==> config.mk <==
export PLATFORM = sky130hd
export DESIGN_NAME = board_top
export DESIGN_NICKNAME = d
export VERILOG_FILES = /design/src/source/board_pkg.sv /design/src/source/tm_serial_if.sv /design/src/source/board_top.sv /design/src/source/tm_sequencer.sv /design/src/source/tm_byte_shifter.sv /design/src/source/tm_bit_timer.sv /design/src/source/digit_capture.sv
export VERILOG_INCLUDE_DIRS = /design/src /design/src/source
export SDC_FILE = /design/constraint.sdc
export NUM_CORES = 1
export LEC_CHECK = 0
export BUFFER_PORTS_ARGS = -buffer_cell sky130_fd_sc_hd__buf_2
export CAP_MARGIN = 10
export CORE_UTILIZATION = 60
export CTS_CLUSTER_SIZE = 8
export DETAILED_ROUTE_END_ITERATION = 10
export PLACE_DENSITY = 0.81
export RECOVER_POWER = 100
export SYNTH_ARGS = -nofsm -noshare
export SYNTH_HDL_FRONTEND = slang
export SYNTH_SLANG_ARGS = --single-unit
==> constraint.sdc <==
create_clock -name clk -period 6.3 [get_ports clk]
set_clock_uncertainty 0.1 [all_clocks]
set_input_delay 0 -clock clk [delete_from_list [all_inputs] [get_ports clk]]
set_output_delay 0 -clock clk [all_outputs]
set_load 0.01 [all_outputs]
==> src/source/board_macros.svh <==
`ifndef BOARD_MACROS_SVH
`define BOARD_MACROS_SVH

`default_nettype none

// ------------------------------
// TM1638 serial link timing
// ------------------------------

`define TM_HALF_BIT  4    // Clocks per half period of sio_clk
`define TM_REFRESH   64   // Idle clocks between two frames

// ------------------------------
// Display sizes
// ------------------------------

`define TM_DIGITS    8    // TM1638 digits, also digit select and LED width
`define HEX_DIGITS   6    // Static on-board displays

`default_nettype wire

`endif
==> src/source/board_pkg.sv <==
`include "board_macros.svh"

`default_nettype none

package board_pkg;

    typedef logic [7:0]                       seg_t;        // Segment pattern
    typedef logic [`TM_DIGITS - 1:0]          digit_sel_t;  // One-hot digit select
    typedef logic [$clog2(`TM_DIGITS) - 1:0]  digit_idx_t;  // Digit number

    // Refresh frame sequencer
    typedef enum logic [2:0]
    {
        IDLE,      // Waiting for the refresh interval
        CMD_MODE,  // Data command, auto address increment
        GAP1,      // Strobe high between groups
        ADDR,      // Address command, digit 0
        DATA,      // Segment and LED bytes
        GAP2,
        CTRL,      // Display control, on, full brightness
        GAP3
    } tm_state_t;

endpackage

`default_nettype wire

==> src/source/tm_serial_if.sv <==
`timescale 1ns/1ps

`default_nettype none

interface tm_serial_if;

    logic                load;       // Start one byte
    board_pkg::seg_t     byte_data;  // Byte to send, valid with load
    logic                busy;       // Byte shift in progress
    logic                done;       // Last bit has finished
    logic                tick;       // Half-bit step

    modport sequencer
    (
        output load,
        output byte_data,
        input  busy,
        input  done
    );

    modport shifter
    (
        input  load,
        input  byte_data,
        input  tick,
        output busy,
        output done
    );

    modport timer
    (
        input  busy,
        output tick
    );

endinterface

`default_nettype wire

==> src/source/board_top.sv <==
`timescale 1ns/1ps

`include "board_macros.svh"

`default_nettype none

module board_top
(
    input  logic                    clk,
    input  logic                    rst,
    input  board_pkg::seg_t         abcdefgh,  // Lab core segment bus
    input  board_pkg::digit_sel_t   digit,
    input  logic [`TM_DIGITS - 1:0] led,       // TM1638 LEDs
    output board_pkg::seg_t         hex0,
    output board_pkg::seg_t         hex1,
    output board_pkg::seg_t         hex2,
    output board_pkg::seg_t         hex3,
    output board_pkg::seg_t         hex4,
    output board_pkg::seg_t         hex5,
    output logic                    sio_stb,   // TM1638 STB
    output logic                    sio_clk,   // TM1638 CLK
    output logic                    sio_data   // TM1638 DIO, write only
);

    logic                  frame_start;
    logic                  frame_idle;
    board_pkg::digit_idx_t rd_idx;
    board_pkg::seg_t       rd_seg;

    tm_serial_if tm_bus ();                     // Sequencer, shifter and timer link

    // ------------------------------
    // Digit storage
    // ------------------------------

    digit_capture i_digit_capture
    (
        .clk      ( clk      ),
        .rst      ( rst      ),
        .abcdefgh ( abcdefgh ),
        .digit    ( digit    ),
        .rd_idx   ( rd_idx   ),
        .hex0     ( hex0     ),
        .hex1     ( hex1     ),
        .hex2     ( hex2     ),
        .hex3     ( hex3     ),
        .hex4     ( hex4     ),
        .hex5     ( hex5     ),
        .rd_seg   ( rd_seg   )
    );

    // ------------------------------
    // TM1638 refresh
    // ------------------------------

    tm_bit_timer i_tm_bit_timer
    (
        .clk         ( clk         ),
        .rst         ( rst         ),
        .frame_idle  ( frame_idle  ),
        .frame_start ( frame_start ),
        .tm          ( tm_bus      )
    );

    tm_byte_shifter i_tm_byte_shifter
    (
        .clk      ( clk      ),
        .rst      ( rst      ),
        .sio_clk  ( sio_clk  ),
        .sio_data ( sio_data ),
        .tm       ( tm_bus   )
    );

    tm_sequencer i_tm_sequencer
    (
        .clk         ( clk         ),
        .rst         ( rst         ),
        .frame_start ( frame_start ),
        .rd_seg      ( rd_seg      ),
        .led         ( led         ),
        .frame_idle  ( frame_idle  ),
        .rd_idx      ( rd_idx      ),
        .sio_stb     ( sio_stb     ),
        .tm          ( tm_bus      )
    );

endmodule

`default_nettype wire

==> src/source/tm_sequencer.sv <==
`timescale 1ns/1ps

`include "board_macros.svh"

`default_nettype none

module tm_sequencer
(
    input  logic                    clk,
    input  logic                    rst,
    input  logic                    frame_start,
    input  board_pkg::seg_t         rd_seg,      // Segment byte of digit rd_idx
    input  logic [`TM_DIGITS - 1:0] led,
    output logic                    frame_idle,
    output board_pkg::digit_idx_t   rd_idx,
    output logic                    sio_stb,     // Active low strobe
    tm_serial_if.sequencer          tm
);

    localparam board_pkg::seg_t CMD_WRITE = 8'h40;  // Write display, auto increment
    localparam board_pkg::seg_t CMD_ADDR0 = 8'hC0;  // Start at address 0
    localparam board_pkg::seg_t CMD_DISP  = 8'h8F;  // Display on, brightness 7
    localparam int DATA_BYTES = 2 * `TM_DIGITS;     // Segment and LED byte per digit
    localparam int GAP_W      = $clog2(`TM_HALF_BIT + 1);

    board_pkg::tm_state_t state;
    logic [4:0]           byte_cnt;   // Data bytes finished in this frame
    logic [GAP_W - 1:0]   gap_cnt;    // Strobe high time between groups
    logic                 issued;     // Byte of this step already loaded
    logic                 send_now;
    logic                 gap_end;

    assign send_now   = !issued && !tm.busy;
    assign gap_end    = (gap_cnt == GAP_W'(`TM_HALF_BIT - 1));
    assign frame_idle = (state == board_pkg::IDLE);
    assign rd_idx     = board_pkg::digit_idx_t'(byte_cnt >> 1);  // Ready before the load

    // ------------------------------
    // Byte selection
    // ------------------------------

    always_comb
    begin
        case (state)
            board_pkg::CMD_MODE: tm.byte_data = CMD_WRITE;
            board_pkg::ADDR:     tm.byte_data = CMD_ADDR0;
            board_pkg::CTRL:     tm.byte_data = CMD_DISP;
            board_pkg::DATA:     tm.byte_data = byte_cnt[0]
                                     ? board_pkg::seg_t'(led[rd_idx])  // LED on bit 0
                                     : rd_seg;
            default:             tm.byte_data = '0;
        endcase
    end

    // ------------------------------
    // Frame FSM
    // ------------------------------

    always_ff @(posedge clk or posedge rst)
    begin
        if (rst)
        begin
            state    <= board_pkg::IDLE;
            byte_cnt <= '0;
            gap_cnt  <= '0;
            issued   <= 1'b0;
            sio_stb  <= 1'b1;
            tm.load  <= 1'b0;
        end
        else
        begin
            tm.load <= 1'b0;                    // Pulse
            case (state)
                board_pkg::IDLE:
                    if (frame_start)
                    begin
                        state   <= board_pkg::CMD_MODE;
                        sio_stb <= 1'b0;        // Open group 1
                    end
                board_pkg::CMD_MODE, board_pkg::CTRL:
                    if (tm.done)
                    begin
                        state   <= (state == board_pkg::CTRL) ? board_pkg::GAP3
                                                              : board_pkg::GAP1;
                        sio_stb <= 1'b1;        // Close the one-byte group
                        gap_cnt <= '0;
                        issued  <= 1'b0;
                    end
                    else if (send_now)
                    begin
                        tm.load <= 1'b1;
                        issued  <= 1'b1;
                    end
                board_pkg::ADDR:
                    if (tm.done)
                    begin
                        state    <= board_pkg::DATA;  // Strobe stays low
                        byte_cnt <= '0;
                        issued   <= 1'b0;
                    end
                    else if (send_now)
                    begin
                        tm.load <= 1'b1;
                        issued  <= 1'b1;
                    end
                board_pkg::DATA:
                    if (byte_cnt == 5'(DATA_BYTES))
                    begin
                        state   <= board_pkg::GAP2;
                        sio_stb <= 1'b1;
                        gap_cnt <= '0;
                    end
                    else if (tm.done)
                    begin
                        byte_cnt <= byte_cnt + 1'b1;
                        issued   <= 1'b0;
                    end
                    else if (send_now)
                    begin
                        tm.load <= 1'b1;
                        issued  <= 1'b1;
                    end
                default:                        // GAP1, GAP2, GAP3
                    if (gap_end)
                    begin
                        gap_cnt <= '0;
                        case (state)
                            board_pkg::GAP1: state <= board_pkg::ADDR;
                            board_pkg::GAP2: state <= board_pkg::CTRL;
                            default:         state <= board_pkg::IDLE;
                        endcase
                        sio_stb <= (state == board_pkg::GAP3);  // Low for the next group
                    end
                    else
                        gap_cnt <= gap_cnt + 1'b1;
            endcase
        end
    end

endmodule

`default_nettype wire

==> src/source/tm_byte_shifter.sv <==
`timescale 1ns/1ps

`default_nettype none

module tm_byte_shifter
(
    input  logic          clk,
    input  logic          rst,
    output logic          sio_clk,   // Idles high, data taken on rising edge
    output logic          sio_data,
    tm_serial_if.shifter  tm
);

    localparam int BITS  = $bits(board_pkg::seg_t);
    localparam int BIT_W = $clog2(BITS);

    board_pkg::seg_t      shreg;     // Remaining bits, next on bit 1
    logic [BIT_W - 1:0]   bit_cnt;   // Bit now on the line
    logic                 last_bit;
    logic                 next_bit;  // High half over, move to the next bit

    assign last_bit = (bit_cnt == BIT_W'(BITS - 1));
    assign next_bit = tm.busy && tm.tick && sio_clk && !last_bit;

    always_ff @(posedge clk or posedge rst)
    begin
        if (rst)
        begin
            tm.busy  <= 1'b0;
            tm.done  <= 1'b0;
            sio_clk  <= 1'b1;
            sio_data <= 1'b0;
            bit_cnt  <= '0;
        end
        else
        begin
            tm.done <= 1'b0;                    // Pulse
            if (!tm.busy)
            begin
                if (tm.load)
                begin
                    tm.busy  <= 1'b1;
                    sio_clk  <= 1'b0;           // Low half of bit 0
                    sio_data <= tm.byte_data[0];  // LSB first
                    bit_cnt  <= '0;
                end
            end
            else if (tm.tick)
            begin
                if (!sio_clk)
                    sio_clk <= 1'b1;            // Rising edge, TM1638 samples
                else if (last_bit)
                begin
                    tm.busy <= 1'b0;            // Clock stays high after the byte
                    tm.done <= 1'b1;
                end
                else
                begin
                    sio_clk  <= 1'b0;
                    sio_data <= shreg[1];       // Change data with the clock low
                    bit_cnt  <= bit_cnt + 1'b1;
                end
            end
        end
    end

    always_ff @(posedge clk)
    begin
        if (!tm.busy && tm.load)
            shreg <= tm.byte_data;
        else if (next_bit)
            shreg <= shreg >> 1;
    end

endmodule

`default_nettype wire

==> src/source/tm_bit_timer.sv <==
`timescale 1ns/1ps

`include "board_macros.svh"

`default_nettype none

module tm_bit_timer
(
    input  logic          clk,
    input  logic          rst,
    input  logic          frame_idle,   // Sequencer waits in IDLE
    output logic          frame_start,  // Begin the next refresh frame
    tm_serial_if.timer    tm
);

    localparam int HALF_W = $clog2(`TM_HALF_BIT + 1);
    localparam int REF_W  = $clog2(`TM_REFRESH + 1);

    logic [HALF_W - 1:0] half_cnt;      // Clocks into the current half bit
    logic [REF_W  - 1:0] ref_cnt;       // Idle clocks since the last frame

    // ------------------------------
    // Half-bit ticks
    // ------------------------------

    assign tm.tick = tm.busy && (half_cnt == HALF_W'(`TM_HALF_BIT - 1));

    always_ff @(posedge clk or posedge rst)
    begin
        if (rst)
            half_cnt <= '0;
        else if (!tm.busy || tm.tick)
            half_cnt <= '0;                     // Restart at each load and each half
        else
            half_cnt <= half_cnt + 1'b1;
    end

    // ------------------------------
    // Refresh interval
    // ------------------------------

    assign frame_start = frame_idle && (ref_cnt == REF_W'(`TM_REFRESH - 1));

    always_ff @(posedge clk or posedge rst)
    begin
        if (rst)
            ref_cnt <= '0;
        else if (!frame_idle || frame_start)
            ref_cnt <= '0;                      // Held while a frame is sent
        else
            ref_cnt <= ref_cnt + 1'b1;
    end

endmodule

`default_nettype wire

==> src/source/digit_capture.sv <==
`timescale 1ns/1ps

`include "board_macros.svh"

`default_nettype none

module digit_capture
(
    input  logic                    clk,
    input  logic                    rst,
    input  board_pkg::seg_t         abcdefgh,  // Shared segment bus from the lab core
    input  board_pkg::digit_sel_t   digit,     // Active digit, one-hot
    input  board_pkg::digit_idx_t   rd_idx,    // Frame buffer read address
    output board_pkg::seg_t         hex0,
    output board_pkg::seg_t         hex1,
    output board_pkg::seg_t         hex2,
    output board_pkg::seg_t         hex3,
    output board_pkg::seg_t         hex4,
    output board_pkg::seg_t         hex5,
    output board_pkg::seg_t         rd_seg     // One cycle after rd_idx
);

    board_pkg::seg_t hgfedcba;                  // Segment a on bit 0
    board_pkg::seg_t hex_q   [`HEX_DIGITS];     // Sticky static displays
    board_pkg::seg_t frame_q [`TM_DIGITS];      // TM1638 digit buffer

    // ------------------------------
    // Bit order swap
    // ------------------------------

    for (genvar i = 0; i < $bits(board_pkg::seg_t); i++)
    begin : g_rev
        assign hgfedcba[i] = abcdefgh[$bits(board_pkg::seg_t) - 1 - i];
    end

    // ------------------------------
    // Static displays, active low
    // ------------------------------

    for (genvar n = 0; n < `HEX_DIGITS; n++)
    begin : g_hex
        always_ff @(posedge clk or posedge rst)
        begin
            if (rst)
                hex_q[n] <= '1;                 // Blank
            else if (digit[n])
                hex_q[n] <= ~hgfedcba;          // Hold until digit n is selected again
        end
    end

    assign hex0 = hex_q[0];
    assign hex1 = hex_q[1];
    assign hex2 = hex_q[2];
    assign hex3 = hex_q[3];
    assign hex4 = hex_q[4];
    assign hex5 = hex_q[5];

    // Frame buffer, active high as the TM1638 expects it
    for (genvar n = 0; n < `TM_DIGITS; n++)
    begin : g_frame
        always_ff @(posedge clk or posedge rst)
        begin
            if (rst)
                frame_q[n] <= '0;
            else if (digit[n])
                frame_q[n] <= hgfedcba;
        end
    end

    always_ff @(posedge clk)
    begin
        rd_seg <= frame_q[rd_idx];              // Registered read port
    end

endmodule

`default_nettype wire

; Word level (Yosys, flattened, before mapping)
; Cells that the tools add are included.
; W data, S select, Z words.
[op_classes]
n_addsub = 5
magnitude_cmp = 2
n_eq_ne = 21
mux = 63
bitwise_logic = 4
reduce_logical = 30
[op_table]
columns = cell, count
row1 = $mux W3, 15
row2 = $mux W8, 5
row3 = $pmux W8 S4, 1
row4 = $mux W1, 29
row5 = $bmux W8 S3, 1
row6 = $ne A2 B2 Y1 const B, 8
row7 = $eq A3 B3 Y1 const B, 5
row8 = $mux W5, 3
row9 = $eq A3 B2 Y1 const B, 4
row10 = $pmux W3 S4, 1
row11 = $pmux W5 S2, 1
row12 = $reduce_and A5 Y1, 2
row13 = $add A3 B1 Y3 const B, 3
row14 = $pmux W3 S3, 1
row15 = $not A8 Y8, 1
row16 = $reduce_and A4 Y1, 2
row17 = $reduce_bool A2 Y1, 4
row18 = $add A7 B1 Y7 const B, 1
row19 = $eq A7 B6 Y1 const B, 1
row20 = $logic_and A1 B1 Y1, 7
row21 = $mux W7, 1
row22 = $pmux W3 S2, 1
row23 = $add A5 B1 Y5 const B, 1
row24 = $eq A5 B5 Y1 const B, 1
row25 = 18 further kinds, 26
[totals]
ff_bits = 159
input_bits = 26

; Logic depth before layout (Yosys ltp)
; Gate-level depths: netlist of run 1.
[depth]
ltp_word = 7
mapped_depth = 8

; Hierarchy
; Synthesis of run 1 repeated with hierarchy kept, for this count alone.
[unflattened]
hier_cells = 558
area_unflattened_um2 = 7328.3
[modules_own_cells]
columns = mod, instances, cells_per_inst, area_per_inst_um2, seq_area_each_um2
row1 = digit_capture, 1, 332, 5064.9, 3022.9
row2 = tm_sequencer, 1, 119, 1151.1, 351.6
row3 = tm_byte_shifter, 1, 63, 660.6, 386.6
row4 = tm_bit_timer, 1, 44, 451.7, 250.2

; Worst setup path before layout of run 1
; No wires, ideal clock.
[synth_path]
path_kind = register -> register
from = reg i_tm_sequencer.byte_cnt[1]
to = reg i_tm_sequencer.gap_cnt[0]
arrival_time_ps = 2109
t_required_ps = 6072
setup_slack_ps = 3964
path_stages_with_launch = 9
path_cell_list = dfrtp_1 -> buf_6 -> buf_2 -> inv_1 -> ha_1 -> nor4bb_1 -> nor2b_1 -> a21o_1 -> mux2_1
[synth_via]
elab_chain_cells = 3
[synth_rtl]
columns = item, line_no
row1 = start: declaration, tm_sequencer.sv:27  ; logic [4:0] byte_cnt;
row2 = start signal: assignment, tm_sequencer.sv:115  ; byte_cnt <= byte_cnt + 1'b1;
row3 = $eq A5 B5 Y1, tm_sequencer.sv:107  ; if (byte_cnt == 5'(DATA_BYTES))
row4 = $ne A2 B1 Y1 (no line), n/a
row5 = $reduce_and A3 Y1 (no line), n/a
row6 = end signal: assignment, tm_sequencer.sv:135  ; gap_cnt <= gap_cnt + 1'b1;
row7 = end: declaration, tm_sequencer.sv:28  ; logic [GAP_W - 1:0] gap_cnt;
; Every way passes these cells.
; A chain may end at the register's enable or synchronous reset.

; Final worst setup path of run 1
; Same ends and word-level chain as after synthesis.

==> results of run 1 <==
[worst register-to-register path, stage by stage, from the launching register on]
cell      delay (ns)
dfrtp_1         0.40
clkbuf_1        1.17
inv_1           0.18
ha_1            0.28
nor4bb_1        0.15
nor2b_1         0.26
a21o_1          0.27
mux2_1          0.32
[synth_stat cells (3+ instances only)]
library cell  instances
buf_2                 4
mux2_2               75
dfstp_2              50
o21ai_0              15
nand2_1              21
xnor2_1               4
or3_1                 3
inv_1                31
edfxtp_1              7
nor2b_1               6
nor3_1                5
a21oi_1              39
mux2i_1              22
o21a_1                3
and2_1                3
nor2_1               44
mux4_2               18
nand4_1               4
clkbuf_1             30
nand3_1               5
nand2b_1              3
dfxtp_1               8
a31oi_1               3
ha_1                  9
dfrtp_1              93
[worst min-delay path by stage]
stage / to / cells after the start / slack, ns / from
final: i_tm_byte_shifter.sio_data$_DFFE_PP0P_ / 4 / 0.16 / led[5]
after global routing: i_tm_byte_shifter.sio_data$_DFFE_PP0P_ / 4 / 0.18 / led[4]
after CTS: i_tm_byte_shifter.sio_data$_DFFE_PP0P_ / 4 / 0.17 / led[5]
after detailed placement: i_tm_bit_timer.ref_cnt[3]$_DFF_PP0_ / 2 / 0.09 / rst
after global placement: i_tm_bit_timer.ref_cnt[3]$_DFF_PP0_ / 2 / 0.09 / rst
after floorplan: i_digit_capture.frame_q[21]$_DFFE_PP0P_ / 1 / 0.05 / abcdefgh[2]
[layer usage]
layer / track usage [%] / up-vias / part of all wire (%)
li1: - / 2038 / -
met1: 32.61 / 2235 / 43
met2: 42.68 / 102 / 52
met3: 6.455 / 16 / 3.5
met4: 10.04 / 0 / 1.9
met5: 0 / - / 0
[metrics by stage]
step | utilization (%) | std cells | instance area, um^2 | hold slack [ns]
detailed placement | 66.23 | 719 | 7306 | 0.09384
CTS | 73.54 | 769 | 8112 | 0.1696
global route | 72.77 | 769 | 8026 | 0.1811
floorplan | - | 539 | 6889 | 0.05159
finish | 72.77 | 769 | 8026 | 0.1604
global placement | 66.23 | 719 | 7306 | 0.09064
[area by class of cell]
cell class                 instances  area [um^2]
clock buffer                      26        530.5
clock inverter                     6        95.09
fill                             751         3004
inverter                          31        117.6
multi-input combinational        312         2595
sequential                       158         4011
tap                              140        175.2
timing repair buffer              96        501.7
[cell families (layout without fill, tap and decap cells)]
group | count (synthesis) | in the layout
AOI/OAI and AO/OA | 74 | 74
xor gates and xnor gates | 6 | 6
adders and majority gates | 9 | 9
buffers and inverters | 69 | 159
DFF | 158 | 158
muxes | 116 | 116
and+or+nand+nor | 107 | 107
[power groups by stage]
stage | clock network (mW) | registers (mW) | logic [mW]
after floorplan | 0 | 1.18 | 0.120
after global placement | 0 | 1.17 | 0.194
after detailed placement | 0 | 1.17 | 0.203
after CTS | 1.08 | 1.16 | 0.213
after global routing | 1.12 | 1.17 | 0.221
final | 1.06 | 1.16 | 0.202
[timing repair]
action                                 in CTS  in global routing
endpoints found under the hold margin     172                  0
setup endpoints to repair                   0                  0
hold buffers                               18                  0
[registers in the layout, indices dropped and copies added (netlist names)]
| name | cells |
|---|---|
| i_tm_byte_shifter.sio_data | 1 |
| i_digit_capture.hex0 | 8 |
| i_tm_sequencer.sio_stb | 1 |
| i_digit_capture.rd_seg | 8 |
| i_tm_sequencer.state | 3 |
| i_tm_byte_shifter.sio_clk | 1 |
| i_tm_sequencer.issued | 1 |
| i_tm_byte_shifter.tm.done | 1 |
| i_digit_capture.frame_q | 64 |
| i_digit_capture.hex3 | 8 |
| i_tm_sequencer.tm.load | 1 |
| i_tm_bit_timer.ref_cnt | 7 |
| i_tm_bit_timer.half_cnt | 3 |
| i_digit_capture.hex5 | 8 |
| i_tm_byte_shifter.bit_cnt | 3 |
| i_digit_capture.hex4 | 8 |
| i_tm_sequencer.gap_cnt | 3 |
| i_digit_capture.hex2 | 8 |
| i_tm_byte_shifter.shreg | 7 |
| i_tm_byte_shifter.tm.busy | 1 |
| i_digit_capture.hex1 | 8 |
| i_tm_sequencer.byte_cnt | 5 |
==> reports/metrics.csv, run 1 <==
stage,metric,value,unit
routing,initial DRC count,265,
routing,Antenna Violating Nets Remaining,0,
setup_path,WP buf/inv,2,
cts,Root Buffer,clkbuf_16,
floorplan,DIE HEIGHT,109.2,um
cts,H-tree depth,4,
setup_path,max incr delay on CP,1.17,ns
routing,via count,4391,
place,Placer Congestion,0.8299,
worst_hold_path,hold crit path type,in -> reg,
timing,RSZ-0062 raised after global routing,false,
synthesis,Post-Synth XOR/XNOR Area,0.7628,%
timing,final setup vio count,0,
routing,vias per cell,5.710,
synthesis,compound-cell area share of the yosys netlist,6.193,%
grt,first-pass GRT wire length,22.48,mm
floorplan,die area,11910,um^2
layout,area grow syn2layout,16.51,%
power_and_ir_drop,Internal,1.877,mW
outcome,status,"finished, violations left",
layout,diodes inserted,0,
timing,Tcrit/Tclk final,51.56,%
grt,initial antenna violation count,0,
power_and_ir_drop,sw frac,22.30,%
setup_path,CP required,6.51,ns
synthesis,Synth Area in Simple Gates,7.683,%
timing,worst-margin pin slew,3.738,ns
synthesis,synthesized area,6889,um^2
timing,f_max,307.9,MHz
grt,vias in the first global route,4458,
setup_path,r2r setup slk,3.05,ns
power_and_ir_drop,Pleak,3.393,nW
cts,Post-CTS Resized,0,
synthesis,ys async rst share,90.51,%
cts,"CTS clk-pin slew, worst paths",0.06,ns
synthesis,Synth cell types,53,
synthesis,mux cell area share after synthesis,21.50,%
synthesis,largest family of logic cells by synthesized area,multiplexers,
cts,CTS tree,done,
routing,First-pass DRT Iterations,4,
synthesis,Mapped Nets,574,
setup_path,CP endpoint,i_tm_sequencer.gap_cnt[0]$_DFFE_PP0P_,
timing,Setup TNS,0,ns
synthesis,"Top FF cell, synth",dfrtp_1,
timing,Final Critical Period,3.248,ns
setup_path,arrival time worst endpoint,3.45,ns
layout,"commonest non-fill, non-tap cell in the layout",dfrtp_1,
setup_path,WS Path Type,reg -> reg,
setup_path,Worst setup startpoint,i_tm_sequencer.byte_cnt[1]$_DFFE_PP0P_,
setup_path,Startpoint Class,flop,
timing,Slew Limit Headroom,-150.6,%
floorplan,row count,38,
power_and_ir_drop,Reg power frac,47.9,%
routing,DRT Wirelength,13.72,mm
power_and_ir_drop,Final Total Pwr,2.415,mW
setup_path,Worst Path Max Fanout,19,
synthesis,Synth Area per Inst,12.78,um^2
setup_path,endpoint type of the worst setup path,flop,
place,dpl hpwl,8.808,mm
timing,"Hold Violations, Final",0,
grt,global route total overflow,0,
setup_path,Reg2Reg Depth,7,
synthesis,number of synthesized flops with an enable pin,7,
setup_path,R2R Path Start,i_tm_sequencer.byte_cnt[1]$_DFFE_PP0P_,
setup_path,CP cell instances,clkbuf_1 > inv_1 > ha_1 > nor4bb_1 > nor2b_1 > a21o_1 > mux2_1,
synthesis,Adder-Cell Fraction of Synth Area,1.635,%
place,quantity of I/O buffers inserted on ports,76,
grt,largest net degree at the start of global routing,88,
grt,GR Util All Layers,25.75,%
floorplan,Chip Width,109.2,um
cts,Num CTS Buffers,17,
power_and_ir_drop,clock share of power,43.7,%
layout,Final nets,651,
setup_path,"CP delay by family, top",buffers and inverters,
synthesis,area share of the largest cell type after synthesis,33.78,%
cts,clk_lat worst skew,0.42,ns
setup_path,critical path's slowest cell,clkbuf_1,
layout,share of post-route cells with drive strength above 1,30.21,%
floorplan,# IOs,77,
job,MaxCap Viol Count,2,
power_and_ir_drop,Max VDD drop,208.1,uV
synthesis,register area share after synthesis,58.23,%
floorplan,CORE AREA,11030,um^2
setup_path,Critical Path Stages,7,
routing,wire per inst,17.84,um
timing,Slew Limit Fails,108,
cts,Num Clock Sinks,158,
timing,setup ws final,3.052,ns
synthesis,YS warnings,0,
synthesis,"top cells by area, synth","dfrtp_1 34%, dfstp_2 19%, mux2_2 12%",
cts,Max Buffers Root-to-Sink,2,
cts,postcts setup bufs,0,
synthesis,Synth Register Bits,158,
outcome,failing checks,"capacitance limit, slew limit",
setup_path,Reg-to-Reg End,i_tm_sequencer.gap_cnt[0]$_DFFE_PP0P_,
synthesis,"area leader, netlist",dfrtp_1,
place,dpl ws,3.774,ns
layout,most frequent cells in the layout,"93 x dfrtp_1, 72 x mux2_2, 60 x clkbuf_1",
synthesis,Post-Syn Instances,539,
floorplan,Initial Util,62.45,%
power_and_ir_drop,Net Sw Power,0.5386,mW
routing,# DRC,0,
power_and_ir_drop,Power Density,300.9,nW/um^2
power_and_ir_drop,Comb pwr share,8.4,%
Power figures use the tool's default switching activity.
==> run 2: changes to the inputs <==
--- a/config.mk
+++ b/config.mk
@@ -6,12 +6,13 @@
 export SDC_FILE = /design/constraint.sdc
 export NUM_CORES = 1
 export LEC_CHECK = 0
+export ABC_AREA = 1
 export BUFFER_PORTS_ARGS = -buffer_cell sky130_fd_sc_hd__buf_2
 export CAP_MARGIN = 10
-export CORE_UTILIZATION = 60
+export CORE_UTILIZATION = 53
 export CTS_CLUSTER_SIZE = 8
 export DETAILED_ROUTE_END_ITERATION = 10
-export PLACE_DENSITY = 0.81
+export PLACE_DENSITY = 0.76
 export RECOVER_POWER = 100
 export SYNTH_ARGS = -nofsm -noshare
 export SYNTH_HDL_FRONTEND = slang
==> constraint.sdc (replaced) <==
create_clock -name clk -period 2.69 [get_ports clk]
set_clock_uncertainty 0.1 [all_clocks]
set_input_delay 0 -clock clk [delete_from_list [all_inputs] [get_ports clk]]
set_output_delay 0 -clock clk [all_outputs]
set_load 0.01 [all_outputs]
==> run 2 against run 1 <==
  * The flow still finishes with violations (capacitance limit, slew limit)
  * Count of clock-buffer cells in the layout fell by 3
  * Power rose by 120%
  * Worst hold slack got worse by 0.024 ns
  * Via count rose by 20%
  * Critical path depth did not move
  * First-iteration DRC count rose by 31%
  * Cell area fell by 0.94%
  * Maximum frequency rose by 44%
  * Sequential share of layout area rose by 0.47 points
  * Worst setup slack got worse by 2.6 ns
  * Core utilization fell by 7.9 points
==> reports/metrics.csv, run 2 <==
stage,metric,value,unit
cts,Max Buffers Root-to-Sink,2,
setup_path,arrival time worst endpoint,2.39,ns
setup_path,R2R Path Start,i_tm_sequencer.byte_cnt[1]$_DFFE_PP0P_,
setup_path,max incr delay on CP,0.86,ns
grt,first-pass GRT wire length,25.19,mm
grt,vias in the first global route,5318,
power_and_ir_drop,Max VDD drop,428.7,uV
layout,Final Cell Area,7951,um^2
grt,GR Util All Layers,25.15,%
place,dpl hpwl,10.05,mm
setup_path,Worst Path Max Fanout,27,
routing,Antenna Violating Nets Remaining,0,
synthesis,Synth cell types,40,
setup_path,Reg-to-Reg End,i_digit_capture.rd_seg[6]$_DFF_P_,
setup_path,Reg2Reg Depth,7,
synthesis,Post-synth top cells,"138 x nand2_1, 119 x o21ai_0, 93 x dfrtp_1, 74 x inv_1, 50 x dfstp_2",
floorplan,DIE HEIGHT,115.2,um
synthesis,Mapped Nets,754,
layout,fin util,64.85,%
routing,wire per inst,15.25,um
synthesis,"area leader, netlist",dfrtp_1,
timing,Setup TNS,0,ns
worst_hold_path,hold path start,led[0],
setup_path,WS Path Type,reg -> reg,
place,Post-DP Area,7302,um^2
setup_path,Startpoint Class,flop,
layout,register with the most flip-flops,i_digit_capture.frame_q,
layout,Final nets,834,
timing,worst-margin pin slew,1.684,ns
layout,Fillers,1009,
synthesis,register area share after synthesis,59.05,%
grt,global route total overflow,0,
synthesis,number of synthesized flops with an enable pin,7,
routing,initial DRC count,347,
setup_path,CP required,2.82,ns
cts,clk_lat worst skew,0.41,ns
place,Placer Congestion,0.8686,
setup_path,CP endpoint,i_digit_capture.rd_seg[6]$_DFF_P_,
grt,largest net degree at the start of global routing,41,
timing,f_max,442.1,MHz
setup_path,Worst setup startpoint,i_tm_sequencer.byte_cnt[1]$_DFFE_PP0P_,
layout,share of post-route cells with drive strength above 1,14.78,%
cts,H-tree depth,4,
job,MaxCap Viol Count,1,
timing,RSZ-0062 raised after global routing,false,
timing,final setup vio count,0,
cts,"CTS clk-pin slew, worst paths",0.06,ns
synthesis,"Top FF cell, synth",dfrtp_1,
setup_path,Critical Path Stages,7,
floorplan,Initial Util,55.40,%
timing,Slew Limit Headroom,-12.91,%
setup_path,endpoint type of the worst setup path,flop,
synthesis,Synth Register Bits,158,
setup_path,critical path's slowest cell,clkbuf_1,
setup_path,r2r setup slk,0.43,ns
setup_path,CP cell instances,inv_2 > clkbuf_1 > a21oi_1 > o21ai_0 > nand2_1 > nor2_1 > a31oi_1,
routing,vias per cell,5.378,
timing,Tcrit/Tclk final,84.08,%
synthesis,ys async rst share,90.51,%
floorplan,die area,13270,um^2
synthesis,"top cells by area, synth","dfrtp_1 34%, dfstp_2 19%, o21ai_0 8.8%",
layout,diodes inserted,0,
synthesis,YS warnings,0,
synthesis,area share of the largest cell type after synthesis,34.26,%
synthesis,synthesized area,6793,um^2
routing,DRT Wirelength,14.95,mm
outcome,status,"finished, violations left",
cts,Num Clock Sinks,158,
timing,Slew Limit Fails,35,
place,quantity of I/O buffers inserted on ports,76,
floorplan,row count,40,
grt,initial antenna violation count,0,
timing,"Hold Violations, Final",0,
power_and_ir_drop,Power Density,677.5,nW/um^2
outcome,failing checks,"capacitance limit, slew limit",
layout,area grow syn2layout,17.06,%
cts,Num CTS Buffers,17,
worst_hold_path,hold crit path type,in -> reg,
place,dpl ws,0.5462,ns
synthesis,most common cell in the netlist,nand2_1,
timing,setup ws final,0.4283,ns
synthesis,Post-Syn Instances,719,
cts,postcts setup bufs,0,
cts,CTS tree,done,
setup_path,WP buf/inv,2,
timing,Final Critical Period,2.262,ns
routing,# DRC,0,
layout,most frequent cells in the layout,"140 x nand2_1, 120 x o21ai_0, 93 x dfrtp_1",
routing,First-pass DRT Iterations,4,
routing,via count,5270,
layout,max FFs per register,64,
floorplan,# IOs,77,
setup_path,"CP delay by family, top",buffers and inverters,
layout,"commonest non-fill, non-tap cell in the layout",nand2_1,
synthesis,Synth Area per Inst,9.448,um^2
floorplan,CORE AREA,12260,um^2
floorplan,Chip Width,115.2,um
power_and_ir_drop,Pleak,3.513,nW
cts,Root Buffer,clkbuf_16,
## run 2: logic make-up after synthesis
kind of cell | after synthesis | synth area share (%)
and+or+nand+nor | 204 | 12.77
muxes | 8 | 1.326
DFF | 158 | 59.05
adders and majority gates | 9 | 1.658
buffers and inverters | 119 | 6.926
AOI/OAI and AO/OA | 215 | 17.50
xor gates and xnor gates | 6 | 0.7736
## run 2: tightest hold or removal path, cell delays in order
cell      delay (ns)
buf_2           0.10
nand2_1         0.05
nand3_1         0.06
nand3b_1        0.08
nand2_1         0.07
nand2_1         0.08
nand2_1         0.06
nand2_1         0.06
a21oi_1         0.06
## run 2: power by group
part,switching [mW],internal [mW],total [mW],leakage (nW)
registers,0.0772,2.60,2.67,1.79
clock network,0.909,1.38,2.29,0.279
logic,0.272,0.155,0.427,1.45
total,1.26,4.13,5.39,3.51
## run 2: metrics by stage
| stage | instances | total power, mW | hold slack, ns |
|---|---|---|---|
| 4_1_cts | 980 | 5.456 | 0.1182 |
| 6_report | 980 | 5.387 | 0.1360 |
| 2_1_floorplan | 719 | 2.965 | 0.007293 |
| 5_1_grt | 980 | 5.596 | 0.1794 |
| 3_5_place_dp | 930 | 3.145 | 0.1205 |
| 3_3_place_gp | 930 | 3.120 | 0.1017 |
## run 2: how the worst min path moves through the flow
stage | to | slack [ns] | depth (start not counted)
finish | i_tm_byte_shifter.sio_data$_DFFE_PP0P_ | 0.14 | 9
global route | i_tm_byte_shifter.sio_data$_DFFE_PP0P_ | 0.18 | 9
CTS | i_tm_byte_shifter.sio_data$_DFFE_PP0P_ | 0.12 | 9
detailed placement | i_tm_bit_timer.ref_cnt[3]$_DFF_PP0_ | 0.12 | 2
global placement | i_tm_bit_timer.ref_cnt[1]$_DFF_PP0_ | 0.10 | 2
floorplan | i_digit_capture.frame_q[10]$_DFFE_PP0P_ | 0.007 | 1
## run 2: what timing repair did
| item | in CTS | in global routing |
|---|---|---|
| hold endpoints to repair | 143 | 0 |
| resized for setup | 0 | 0 |
| hold buffers | 18 | 0 |
## run 2: layout make-up
class,count,area [um^2],share of cell area [%]
repair buffers,100,555.5,6.987
flip-flops and latches,158,4011,50.45
multi-input cells,442,2297,28.89
clock buffers,23,489.2,6.153
inverters,80,304.0,3.824
well taps,168,210.2,2.644
clock inverters,9,83.83,1.054
## run 2: metal layers
layer  GRT usage [%]  share of wire (%)  up-vias
met4           12.64                2.9        0
met1           31.06                 42     2553
met2           41.57                 51      153
li1                -                  -     2530
met5               0                  0        -
met3           6.009                4.7       34
